## config.mk

```make
export PLATFORM = sky130hd
export DESIGN_NAME = dsp_top
export DESIGN_NICKNAME = d
export VERILOG_FILES = /design/src/hw/dsp_pkg.sv /design/src/hw/baseband_select.sv /design/src/hw/readout_accumulator.sv /design/src/hw/accbuf_writer.sv /design/src/hw/shot_sequencer.sv /design/src/hw/dsp_top.sv
export SDC_FILE = /design/constraint.sdc
export NUM_CORES = 2
export LEC_CHECK = 0
export ABC_CLOCK_PERIOD_IN_PS = 5600
export BUFFER_PORTS_ARGS = -buffer_cell sky130_fd_sc_hd__buf_2
export CORE_AREA = 2 2 510 512
export DETAILED_ROUTE_END_ITERATION = 8
export DIE_AREA = 0 0 512 514
export MAX_ROUTING_LAYER = met4
export PLACE_DENSITY_LB_ADDON = 0.08
export SYNTH_ARGS = -nofsm -noshare
export SYNTH_HDL_FRONTEND = slang
export SYNTH_SLANG_ARGS = --single-unit
```

## constraint.sdc

```tcl
create_clock -name dspif -period 5.6 [get_ports dspif]
set_clock_uncertainty 0.1 [all_clocks]
set_input_delay 0 -clock dspif [delete_from_list [all_inputs] [get_ports dspif]]
set_output_delay 0 -clock dspif [all_outputs]
set_load 0.02 [all_outputs]
```

## src/hw/dsp_pkg.sv

```systemverilog
// ========================================
// dsp shared definitions
// converter widths, channel and core counts,
// accumulator word and sequencer states
// ========================================

package dsp_pkg;

	// converter words
	localparam int adc_w = 64;
	localparam int dac_w = 256;
	localparam int sample_w = 16;
	localparam int n_dac = 4;

	// readout and processor counts
	localparam int n_chan = 2;
	localparam int n_core = 2;

	// accumulation buffer
	localparam int acc_half_w = 32;
	localparam int accbuf_addr_w = 8;

	// control widths
	localparam int shot_w = 32;
	localparam int shift_w = 5;
	localparam int bbsel_w = 2;

	// one buffer word seen raw or as the x/y pair
	typedef union packed {
		logic [2*acc_half_w-1:0] raw;
		struct packed {
			logic signed [acc_half_w-1:0] x;
			logic signed [acc_half_w-1:0] y;
		} xy;
	} acc_word_t;

	// gray-ish encoding along the shot path
	typedef enum logic [3:0] {
		idle      = 4'b0000,
		start     = 4'b0001,
		proc_run  = 4'b0011,
		elem_busy = 4'b0010,
		more_shot = 4'b0110,
		shot_add  = 4'b0111,
		done      = 4'b0101
	} seq_state_t;

endpackage

```

## src/hw/baseband_select.sv

```systemverilog
// ========================================
// baseband source select
// registers adc and dac words, undersamples
// the dacs, picks two baseband streams
// ========================================

module baseband_select (
	input  logic dspif,
	input  logic reset,
	input  logic [dsp_pkg::adc_w-1:0] adc,
	input  logic [dsp_pkg::dac_w-1:0] dac [dsp_pkg::n_dac],
	input  logic [dsp_pkg::bbsel_w-1:0] mixbb1_sel,
	input  logic [dsp_pkg::bbsel_w-1:0] mixbb2_sel,
	output logic [dsp_pkg::adc_w-1:0] mixbb [dsp_pkg::n_chan]
);
	import dsp_pkg::*;

	// stage one outputs
	logic [adc_w-1:0] adc_r;
	logic [adc_w-1:0] dac_us [n_dac];

	// one selector per stream
	logic [bbsel_w-1:0] sel [n_chan];

	assign sel[0] = mixbb1_sel;
	assign sel[1] = mixbb2_sel;

	// input register stage
	always_ff @(posedge dspif) begin
		adc_r <= adc;
		for (int d = 0; d < n_dac; d++) begin
			for (int k = 0; k < adc_w / sample_w; k++) begin
				// keep samples 0, 4, 8, 12 of the wide dac word
				dac_us[d][k*sample_w +: sample_w] <=
					dac[d][k*(dac_w/adc_w)*sample_w +: sample_w];
			end
		end
	end

	// select stage
	// stream 0 sees dac 0/1 and stream 1 sees dac 2/3
	always_ff @(posedge dspif) begin
		if (reset) begin
			for (int c = 0; c < n_chan; c++) begin
				mixbb[c] <= '0;
			end
		end else begin
			for (int c = 0; c < n_chan; c++) begin
				case (sel[c])
					2'd0: mixbb[c] <= adc_r;
					2'd1: mixbb[c] <= dac_us[2*c];
					2'd2: mixbb[c] <= dac_us[2*c+1];
					// unused code holds the last stream
					default: mixbb[c] <= mixbb[c];
				endcase
			end
		end
	end

endmodule

```

## src/hw/readout_accumulator.sv

```systemverilog
// ========================================
// readout accumulator
// fs/4 demodulation of each baseband stream,
// gated accumulation, shifted result strobe
// ========================================

module readout_accumulator (
	input  logic dspif,
	input  logic reset,
	input  logic [dsp_pkg::adc_w-1:0] mixbb [dsp_pkg::n_chan],
	input  logic [dsp_pkg::n_chan-1:0] gate,
	input  logic [dsp_pkg::shift_w-1:0] shift,
	output logic [dsp_pkg::n_chan-1:0] acc_valid,
	output dsp_pkg::acc_word_t acc_data [dsp_pkg::n_chan]
);
	import dsp_pkg::*;

	// running sums
	logic signed [acc_half_w-1:0] sum_x [n_chan];
	logic signed [acc_half_w-1:0] sum_y [n_chan];

	// per-word demodulated increments
	logic signed [acc_half_w-1:0] dx [n_chan];
	logic signed [acc_half_w-1:0] dy [n_chan];

	logic [n_chan-1:0] gate_d;
	logic [n_chan-1:0] gate_fall;

	// sample k of a 4-sample word, signed
	function automatic logic signed [sample_w-1:0] sample_at(
		input logic [adc_w-1:0] word,
		input int k
	);
		return word[k*sample_w +: sample_w];
	endfunction

	// lo at fs/4 is 1, -j, -1, +j over the four samples
	always_comb begin
		for (int i = 0; i < n_chan; i++) begin
			dx[i] = sample_at(mixbb[i], 0) - sample_at(mixbb[i], 2);
			dy[i] = sample_at(mixbb[i], 3) - sample_at(mixbb[i], 1);
		end
	end

	// first low cycle after the window
	assign gate_fall = gate_d & ~gate;

	always_ff @(posedge dspif) begin
		if (reset) begin
			gate_d <= '0;
			acc_valid <= '0;
			for (int i = 0; i < n_chan; i++) begin
				sum_x[i] <= '0;
				sum_y[i] <= '0;
			end
		end else begin
			gate_d <= gate;
			acc_valid <= gate_fall;
			for (int i = 0; i < n_chan; i++) begin
				if (gate_fall[i]) begin
					// result moves out and the sums start over
					sum_x[i] <= '0;
					sum_y[i] <= '0;
				end else if (gate[i]) begin
					sum_x[i] <= sum_x[i] + dx[i];
					sum_y[i] <= sum_y[i] + dy[i];
				end
			end
		end
	end

	// arithmetic shift keeps the sign of the result
	always_ff @(posedge dspif) begin
		for (int i = 0; i < n_chan; i++) begin
			if (gate_fall[i]) begin
				acc_data[i].xy.x <= sum_x[i] >>> shift;
				acc_data[i].xy.y <= sum_y[i] >>> shift;
			end
		end
	end

endmodule

```

## src/hw/accbuf_writer.sv

```systemverilog
// ========================================
// accumulation buffer writer
// write strobe, locking address counter
// and measurement bit for feedback
// ========================================

module accbuf_writer (
	input  logic dspif,
	input  logic reset,
	input  logic [dsp_pkg::n_chan-1:0] acc_valid,
	input  dsp_pkg::acc_word_t acc_data [dsp_pkg::n_chan],
	input  logic resetacc,
	output logic [dsp_pkg::n_chan-1:0] we_accbuf,
	output logic [dsp_pkg::accbuf_addr_w-1:0] addr_accbuf [dsp_pkg::n_chan],
	output logic [2*dsp_pkg::acc_half_w-1:0] data_accbuf [dsp_pkg::n_chan],
	output logic [dsp_pkg::n_chan-1:0] meas,
	output logic [dsp_pkg::n_chan-1:0] meas_valid
);
	import dsp_pkg::*;

	logic resetacc_r;
	// word being written and kept for the measurement
	acc_word_t word_r [n_chan];

	always_comb begin
		for (int i = 0; i < n_chan; i++) begin
			data_accbuf[i] = word_r[i].raw;
		end
	end

	always_ff @(posedge dspif) begin
		for (int i = 0; i < n_chan; i++) begin
			if (acc_valid[i]) begin
				word_r[i] <= acc_data[i];
			end
		end
	end

	always_ff @(posedge dspif) begin
		if (reset) begin
			resetacc_r <= 1'b0;
			we_accbuf <= '0;
			meas <= '0;
			meas_valid <= '0;
			for (int i = 0; i < n_chan; i++) begin
				addr_accbuf[i] <= '0;
			end
		end else begin
			resetacc_r <= resetacc;
			we_accbuf <= acc_valid;
			meas_valid <= we_accbuf;
			for (int i = 0; i < n_chan; i++) begin
				// threshold on the real axis
				meas[i] <= word_r[i].xy.x[acc_half_w-1];
				// clear wins over a write in the same cycle
				if (resetacc_r) begin
					addr_accbuf[i] <= '0;
				end else if (we_accbuf[i] && !(&addr_accbuf[i])) begin
					addr_accbuf[i] <= addr_accbuf[i] + 1'b1;
				end
			end
		end
	end

endmodule

```

## src/hw/shot_sequencer.sv

```systemverilog
// ========================================
// multi-shot sequencer
// runs the cores nshot times with resets
// in between, counts completed shots
// ========================================

module shot_sequencer (
	input  logic dspif,
	input  logic reset,
	input  logic stb_start,
	input  logic [dsp_pkg::shot_w-1:0] nshot,
	input  logic [dsp_pkg::n_core-1:0] procdone_core,
	input  logic [dsp_pkg::n_core-1:0] nobusy_core,
	output logic proc_start,
	output logic proc_reset,
	output logic proc_done,
	output logic last_shot_done,
	output logic [dsp_pkg::shot_w-1:0] shot_count
);
	import dsp_pkg::*;

	seq_state_t state;
	seq_state_t next_state;

	logic stb_start_r;
	logic [shot_w-1:0] nshot_r;
	logic [shot_w-1:0] shot_cnt;
	logic [shot_w-1:0] next_shot_cnt;
	// decided long before more_shot is reached
	logic shot_more;
	logic procdone_r;
	logic nobusy_r;

	always_comb begin
		next_state = state;
		case (state)
			idle:      next_state = stb_start_r ? start : idle;
			start:     next_state = proc_run;
			proc_run:  next_state = procdone_r ? elem_busy : proc_run;
			elem_busy: next_state = nobusy_r ? more_shot : elem_busy;
			more_shot: next_state = shot_more ? shot_add : done;
			shot_add:  next_state = start;
			done:      next_state = idle;
			default:   next_state = idle;
		endcase
	end

	// registered core conditions and next-shot compare
	always_ff @(posedge dspif) begin
		procdone_r <= &procdone_core;
		nobusy_r <= &nobusy_core;
		next_shot_cnt <= shot_cnt + 1'b1;
		// nshot of zero never finishes
		shot_more <= (next_shot_cnt != nshot_r) || (nshot_r == '0);
	end

	always_ff @(posedge dspif) begin
		if (reset) begin
			state <= idle;
			stb_start_r <= 1'b0;
			nshot_r <= '0;
			shot_cnt <= '0;
			shot_count <= '0;
			proc_start <= 1'b0;
			proc_reset <= 1'b1;
			last_shot_done <= 1'b0;
		end else begin
			state <= next_state;
			stb_start_r <= stb_start;
			// outputs follow the state being entered
			proc_start <= (next_state == start);
			proc_reset <= !(next_state inside {start, proc_run});
			last_shot_done <= (next_state == done);
			if (state == idle) begin
				nshot_r <= nshot;
			end
			if (next_state == idle || next_state == done) begin
				shot_cnt <= '0;
			end else if (next_state == shot_add) begin
				shot_cnt <= next_shot_cnt;
				shot_count <= next_shot_cnt;
			end
			// count holds after done until a new run clears it
			if (state == idle && stb_start_r) begin
				shot_count <= '0;
			end
		end
	end

	// set wins over the clear of the done flag
	always_ff @(posedge dspif) begin
		if (reset) begin
			proc_done <= 1'b0;
		end else if (procdone_r) begin
			proc_done <= 1'b1;
		end else if (proc_start) begin
			proc_done <= 1'b0;
		end
	end

endmodule

```

## src/hw/dsp_top.sv

```systemverilog
// ========================================
// dsp top level
// readout path and shot sequencer
// ========================================

module dsp_top (
	input  logic dspif,
	input  logic reset,
	// readout path
	input  logic [dsp_pkg::adc_w-1:0] adc,
	input  logic [dsp_pkg::dac_w-1:0] dac [dsp_pkg::n_dac],
	input  logic [dsp_pkg::bbsel_w-1:0] mixbb1_sel,
	input  logic [dsp_pkg::bbsel_w-1:0] mixbb2_sel,
	input  logic [dsp_pkg::shift_w-1:0] shift,
	input  logic [dsp_pkg::n_chan-1:0] gate,
	input  logic resetacc,
	output logic [dsp_pkg::n_chan-1:0] we_accbuf,
	output logic [dsp_pkg::accbuf_addr_w-1:0] addr_accbuf [dsp_pkg::n_chan],
	output logic [2*dsp_pkg::acc_half_w-1:0] data_accbuf [dsp_pkg::n_chan],
	output logic [dsp_pkg::n_chan-1:0] meas,
	output logic [dsp_pkg::n_chan-1:0] meas_valid,
	// sequencer
	input  logic stb_start,
	input  logic [dsp_pkg::shot_w-1:0] nshot,
	input  logic [dsp_pkg::n_core-1:0] procdone_core,
	input  logic [dsp_pkg::n_core-1:0] nobusy_core,
	output logic proc_start,
	output logic proc_reset,
	output logic proc_done,
	output logic last_shot_done,
	output logic [dsp_pkg::shot_w-1:0] shot_count
);
	import dsp_pkg::*;

	logic [adc_w-1:0] mixbb [n_chan];
	logic [n_chan-1:0] acc_valid;
	acc_word_t acc_data [n_chan];

	baseband_select u_bbsel (
		.dspif(dspif), .reset(reset), .adc(adc), .dac(dac),
		.mixbb1_sel(mixbb1_sel), .mixbb2_sel(mixbb2_sel), .mixbb(mixbb)
	);

	readout_accumulator u_acc (
		.dspif(dspif), .reset(reset), .mixbb(mixbb), .gate(gate), .shift(shift),
		.acc_valid(acc_valid), .acc_data(acc_data)
	);

	accbuf_writer u_writer (
		.dspif(dspif), .reset(reset), .acc_valid(acc_valid), .acc_data(acc_data),
		.resetacc(resetacc), .we_accbuf(we_accbuf), .addr_accbuf(addr_accbuf),
		.data_accbuf(data_accbuf), .meas(meas), .meas_valid(meas_valid)
	);

	shot_sequencer u_seq (
		.dspif(dspif), .reset(reset), .stb_start(stb_start), .nshot(nshot),
		.procdone_core(procdone_core), .nobusy_core(nobusy_core),
		.proc_start(proc_start), .proc_reset(proc_reset), .proc_done(proc_done),
		.last_shot_done(last_shot_done), .shot_count(shot_count)
	);

endmodule

```

# Word level (Yosys, flattened, before mapping)
# Memory sizes are Yosys's and may differ from the RTL's.
# Cells that the tools add are included.
# classes
add_sub_neg	11
n_eq_ne	14
shifts	4
mux	37
bitwise	11
reduce_logical	25
# ops
operator	count
one-hot mux 64 bit (3 select lines)	2
two-way mux 32 bit	8
adder 32 bit	4
>>> shifter 32 x 5 -> 32 bit	4
subtractor 16 x 16 -> 17 bit	4
adder 32 x 1 -> 32 bit, second input constant	1
logical NOT 32 bit	1
inequality test 32 bit	1
two-way mux 1 bit	24
one-hot mux 4 bit (6 select lines)	1
adder 8 x 1 -> 8 bit, second input constant	2
equality test 4 x 3 -> 1 bit, second input constant	4
AND reduction 8 bit	2
equality test 4 x 2 -> 1 bit, second input constant	3
equality test 4 x 1 -> 1 bit, second input constant	2
logical NOT 4 bit	2
bitwise OR 1 bit	8
AND reduction 2 bit	3
nonzero test 3 bit	2
OR reduction 2 bit	3
equality test 2 x 1 -> 1 bit, second input constant	2
equality test 2 bit, second input constant	2
logical NOT 2 bit	2
nonzero test 2 bit	2
8 further kinds	13
# totals
register_bits	487
ram_bits	512
output_inout_bits	186
word_cells	132
mem_count	4
# mem_list
memory	words	width	rd	rd_clocked_by_memory_dff	wr	line	source
u_bbsel.dac_us	4	64	4	0	4	baseband_select.sv:20	logic [adc_w-1:0] dac_us [n_dac];
u_writer.word_r	2	64	2	0	2	accbuf_writer.sv:23	acc_word_t word_r [n_chan];
u_acc.sum_x	2	32	2	0	2	readout_accumulator.sv:19	logic signed [acc_half_w-1:0] sum_x [n_chan];
u_acc.sum_y	2	32	2	0	2	readout_accumulator.sv:20	logic signed [acc_half_w-1:0] sum_y [n_chan];

# Logic depth before layout (Yosys ltp)
# depth
depth_word	7
depth_mapped	22
ltp_nobuf	21

# By module
# A second synthesis with hierarchy kept.
# unflattened
cells_unflattened	4624
hier_area_um2	48904.4
# by_module_without_submodules
module	instances	cells_per_inst	area_per_inst_um2	seq_area_each_um2
readout_accumulator	1	2792	25000.2	7767.4
baseband_select	1	1001	13838.3	8968.6
shot_sequencer	1	603	5223.8	2782.7
accbuf_writer	1	228	4842.1	4304.1

# Worst setup path after synthesis
# OpenSTA, ideal clock, no wires.
# synth_path
kind	flip-flop to flip-flop
startpoint	register u_bbsel.mixbb[64] in the netlist's numbering
endpoint	memory u_acc.sum_x[0][29], data pin
setup_time_ps	266
t_arrival_ps	4246
required_time_ps	5234
slack_ps	988
path_stages_with_launch	21
n_path_buf	0
period_less_slack_ps	4612
cell_sequence	dfxtp_1 -> inv_1 -> ha_1 -> fa_1 -> and2b_1 -> o31ai_1 -> a21o_1 -> o211ai_2 -> o211ai_2 -> or3b_1 -> a22o_1 -> ha_1 -> a21o_1 -> a21o_1 -> a21o_1 -> a21o_1 -> a211oi_1 -> nor2_1 -> a311oi_2 -> xnor2_1 -> nor2_1
# synth_rtl
element	line	source
from (decl)	baseband_select.sv:14	output logic [dsp_pkg::adc_w-1:0] mixbb [dsp_pkg::n_chan]
from (signal, indexed assignment)	baseband_select.sv:50	2'd0: mixbb[c] <= adc_r;
from (signal, indexed assignment)	baseband_select.sv:51	2'd1: mixbb[c] <= dac_us[2*c];
from (signal, indexed assignment)	baseband_select.sv:52	2'd2: mixbb[c] <= dac_us[2*c+1];
to (decl)	readout_accumulator.sv:19	

==> summary.txt <==
Final Slew Violations - 0
Max_slew headroom - 0.182
Final Hold Viols - 0
Drt wl/cell - 19.6 um
Number of buffers created by CTS - 137
Largest net degree at the start of global routing - 139
Die area - 263000 um^2
CTS tree - built
CP top delay family - compound AO/OA/AOI/OAI gates
Hold Slack - 0.128 ns
Seq/Total Area, Yosys - 0.508
Most common cell after layout, fill and taps aside - dlygate4sd3_1
DP HPWL - 141000 um
Most frequent cells in the layout - dlygate4sd3_1, nor2_1, dfxtp_1
EDFF count, synth - 384
Post-CTS Repair Setup Buffers - 0
Met3 usage in global routing - 0.0285
Met1 GRT Util - 0.210
Site row count - 187
Ys Warns - 0
Crit path buffers/inverters - 2
Clock sink total - 998
Worst path required time - 6.02 ns
Async SR Flop Fraction - 0
Post-route antenna net violation count - 0
Pre-antenna DRT Iters - 5
PnR worst setup slack - 0.439 ns
Routed vias - 39.7k
Post-route minimum period - 5.16 ns
Fin crit share - 0.922
IO Port Bufs - 556
Max-Cap Viols - 0
DRC viols - 0
RSZ-0062 raised after global routing - false
Initial antenna violation count - 38
I/O pin total - 1325
TNS Setup - 0 ns
Die height - 514 um
First-pass GRT wire length - 275000 um
Slowest stage cell, crit path - dfxtp_1
GPL Wtd Cong - 0.786
Share of layout cells above drive strength 1 - 0.162
CP endpoint kind - register
Syn Inst Count - 4781
Status - finished, final reports clean
Crit path launch type - register
H-tree levels - 4
Avg Inst Size Synth - 9.81 um^2
Pwr dens - 401 nW/um^2
Congestion Overflow GR - 0
Global Route met2 Usage - 0.202
Starting Density - 0.182
Vias in the first global route - 39.8k
Width of the die - 512 um
Crit path DAT - 5.58 ns
Critical path, cell by cell - inv_1 > ha_1 > nor2b_1 > o31a_1 > nor3_1 > o211ai_1 > a31oi_1 > nor2b_1 > o21a_1 > o41a_1 > xnor2_1 > buf_4 > ha_1 > nand4_1 > nor4_1 > a32oi_1 > o21ai_0 > nor2_1 > o21a_1 > o41ai_1 > xnor2_1 > nor2_1
VDD IR max - 0.282 mV
Max clock buf depth - 3
Area growth syn-to-layout - 40.8%
Worst-Margin Slew - 1.23 ns
Min-Delay Path Class - input pin to register
Count of cell types in the netlist - 79
CORE AREA - 258000 um^2
Vias/cell - 4.14
Root Buffer - clkbuf_16
Worst slack, placed - 0.108 ns
Net count, final - 7396
Net count after synthesis - 6129
Post-Syn Area - 46900 um^2
Yosys reg bits - 998
Initial DRC count - 2286
F_max - 194 MHz
Clock latency on the worst-skew pair - 0.81 ns
Gr busiest metal - met1
Predominant post-synthesis flop cell - dfxtp_1
Final Util - 0.256
Leakage - 26.3 nW
Final Setup Violations - 0
CP peak stage delay - 0.39 ns
GR Util All Layers - 0.144
WL final - 188000 um
Crit Path Category - register to register
Crit path max fanout - 4
Worst-path clk slew - 0.05 ns
-- power breakdown --
group | total [mW] | internal, mW | switching, mW
logic | 8.59 | 3.61 | 4.98
clock network | 8.96 | 5.27 | 3.69
registers | 8.95 | 8.31 | 0.644
-- state kept, by name (all words and copies together), names as in the netlist, 2 cells and up --
name,cells
u_acc.acc_valid,2
u_acc.sum_y,64
u_writer.we_accbuf,2
u_acc.acc_data,128
u_bbsel.adc_r,64
u_writer.meas_valid,2
u_acc.gate_d,2
u_writer.meas,2
u_seq.nshot_r,32
u_writer.addr_accbuf,16
u_bbsel.dac_us,256
u_seq.shot_count,32
u_writer.word_r,128
u_acc.sum_x,64
u_bbsel.mixbb,128
u_seq.state,3
u_seq.next_shot_cnt,32
u_seq.shot_cnt,32
-- stage by stage --
stage	cell area, um^2	std cells	power, mW
final	66000	9588	26.5
after global routing	66000	9585	28.2
after CTS	65900	9559	26.9
after detailed placement	53500	8541	17.3
after global placement	53500	8541	17.3
after floorplan	46900	4781	14.6
-- tightest hold or removal path, delay by kind of cell --
kind          cells  cell delay (ns)
simple gates      1             0.14
buf+inv           2             0.82
-- cells in the mapped netlist, types with 62 or more instances --
cell type  instances  share of area
nand2_1          467          0.037
edfxtp_1         384           0.25
nor2_1           677          0.054
a21o_1            62         0.0099
a22oi_1          130          0.021
ha_1             201          0.054
mux2i_1          106          0.023
clkbuf_1         194          0.016
xnor2_1          148          0.028
dfxtp_1          614           0.26
mux4_2            65          0.031
a21oi_1          593          0.063
o21ai_0          230          0.025
xor2_1            75          0.014
inv_1            132          0.011
nand3_1           68         0.0073
-- kinds of logic (layout without fill, tap and decap cells) --
kind of cell	count (synthesis)	after routing	share of synthesized area
AND/OR/NAND/NOR	1476	1476	0.134
AO/OA/AOI/OAI	1262	1262	0.160
flip-flops	998	998	0.508
buffers and inverters	390	1766	0.0319
XOR/XNOR	225	225	0.0427
multiplexers	221	221	0.0659
adder cells (fa/ha/maj)	209	209	0.0571
other	0	29	0
-- per-layer routing --
| metal | part of all wire | wire, um |
|---|---|---|
| met2 | 0.41 | 76800 |
| met3 | 0.053 | 10000 |
| met4 | 0.019 | 3500 |
| met5 | 0 | 0 |
| met1 | 0.52 | 97800 |
-- repair_timing --
item                                    4_1_cts  5_1_grt
gates resized for setup                       0       11
endpoints found under the hold margin       746        0
endpoints found under the setup margin        0        6
hold buffers                                770        0
-- path summary, 6_finish.rpt --
path	endpoint	start	slack (ns)	depth (start not counted)
worst max-delay path	u_acc.sum_y[1][29]	u_bbsel.mixbb[17]	0.44	22
worst min-delay path	u_seq.state[2]	reset	0.13	3
worst max register to register	u_acc.sum_y[1][29]	u_bbsel.mixbb[17]	0.44	22
worst min register to register	u_writer.word_r[0][0]	u_acc.acc_data[64]	0.31	0
-- layout make-up --
cell class	count	area [um^2]
antenna	29	72.6
clock buffer	184	3770
clock inverter	64	846
fill	27600	192000
inverter	135	509
multi-input combinational	3393	21700
sequential	998	23800
tap	3402	4260
timing repair buffer	1383	11000
Note: power is estimated with default switching activity, not from simulation.
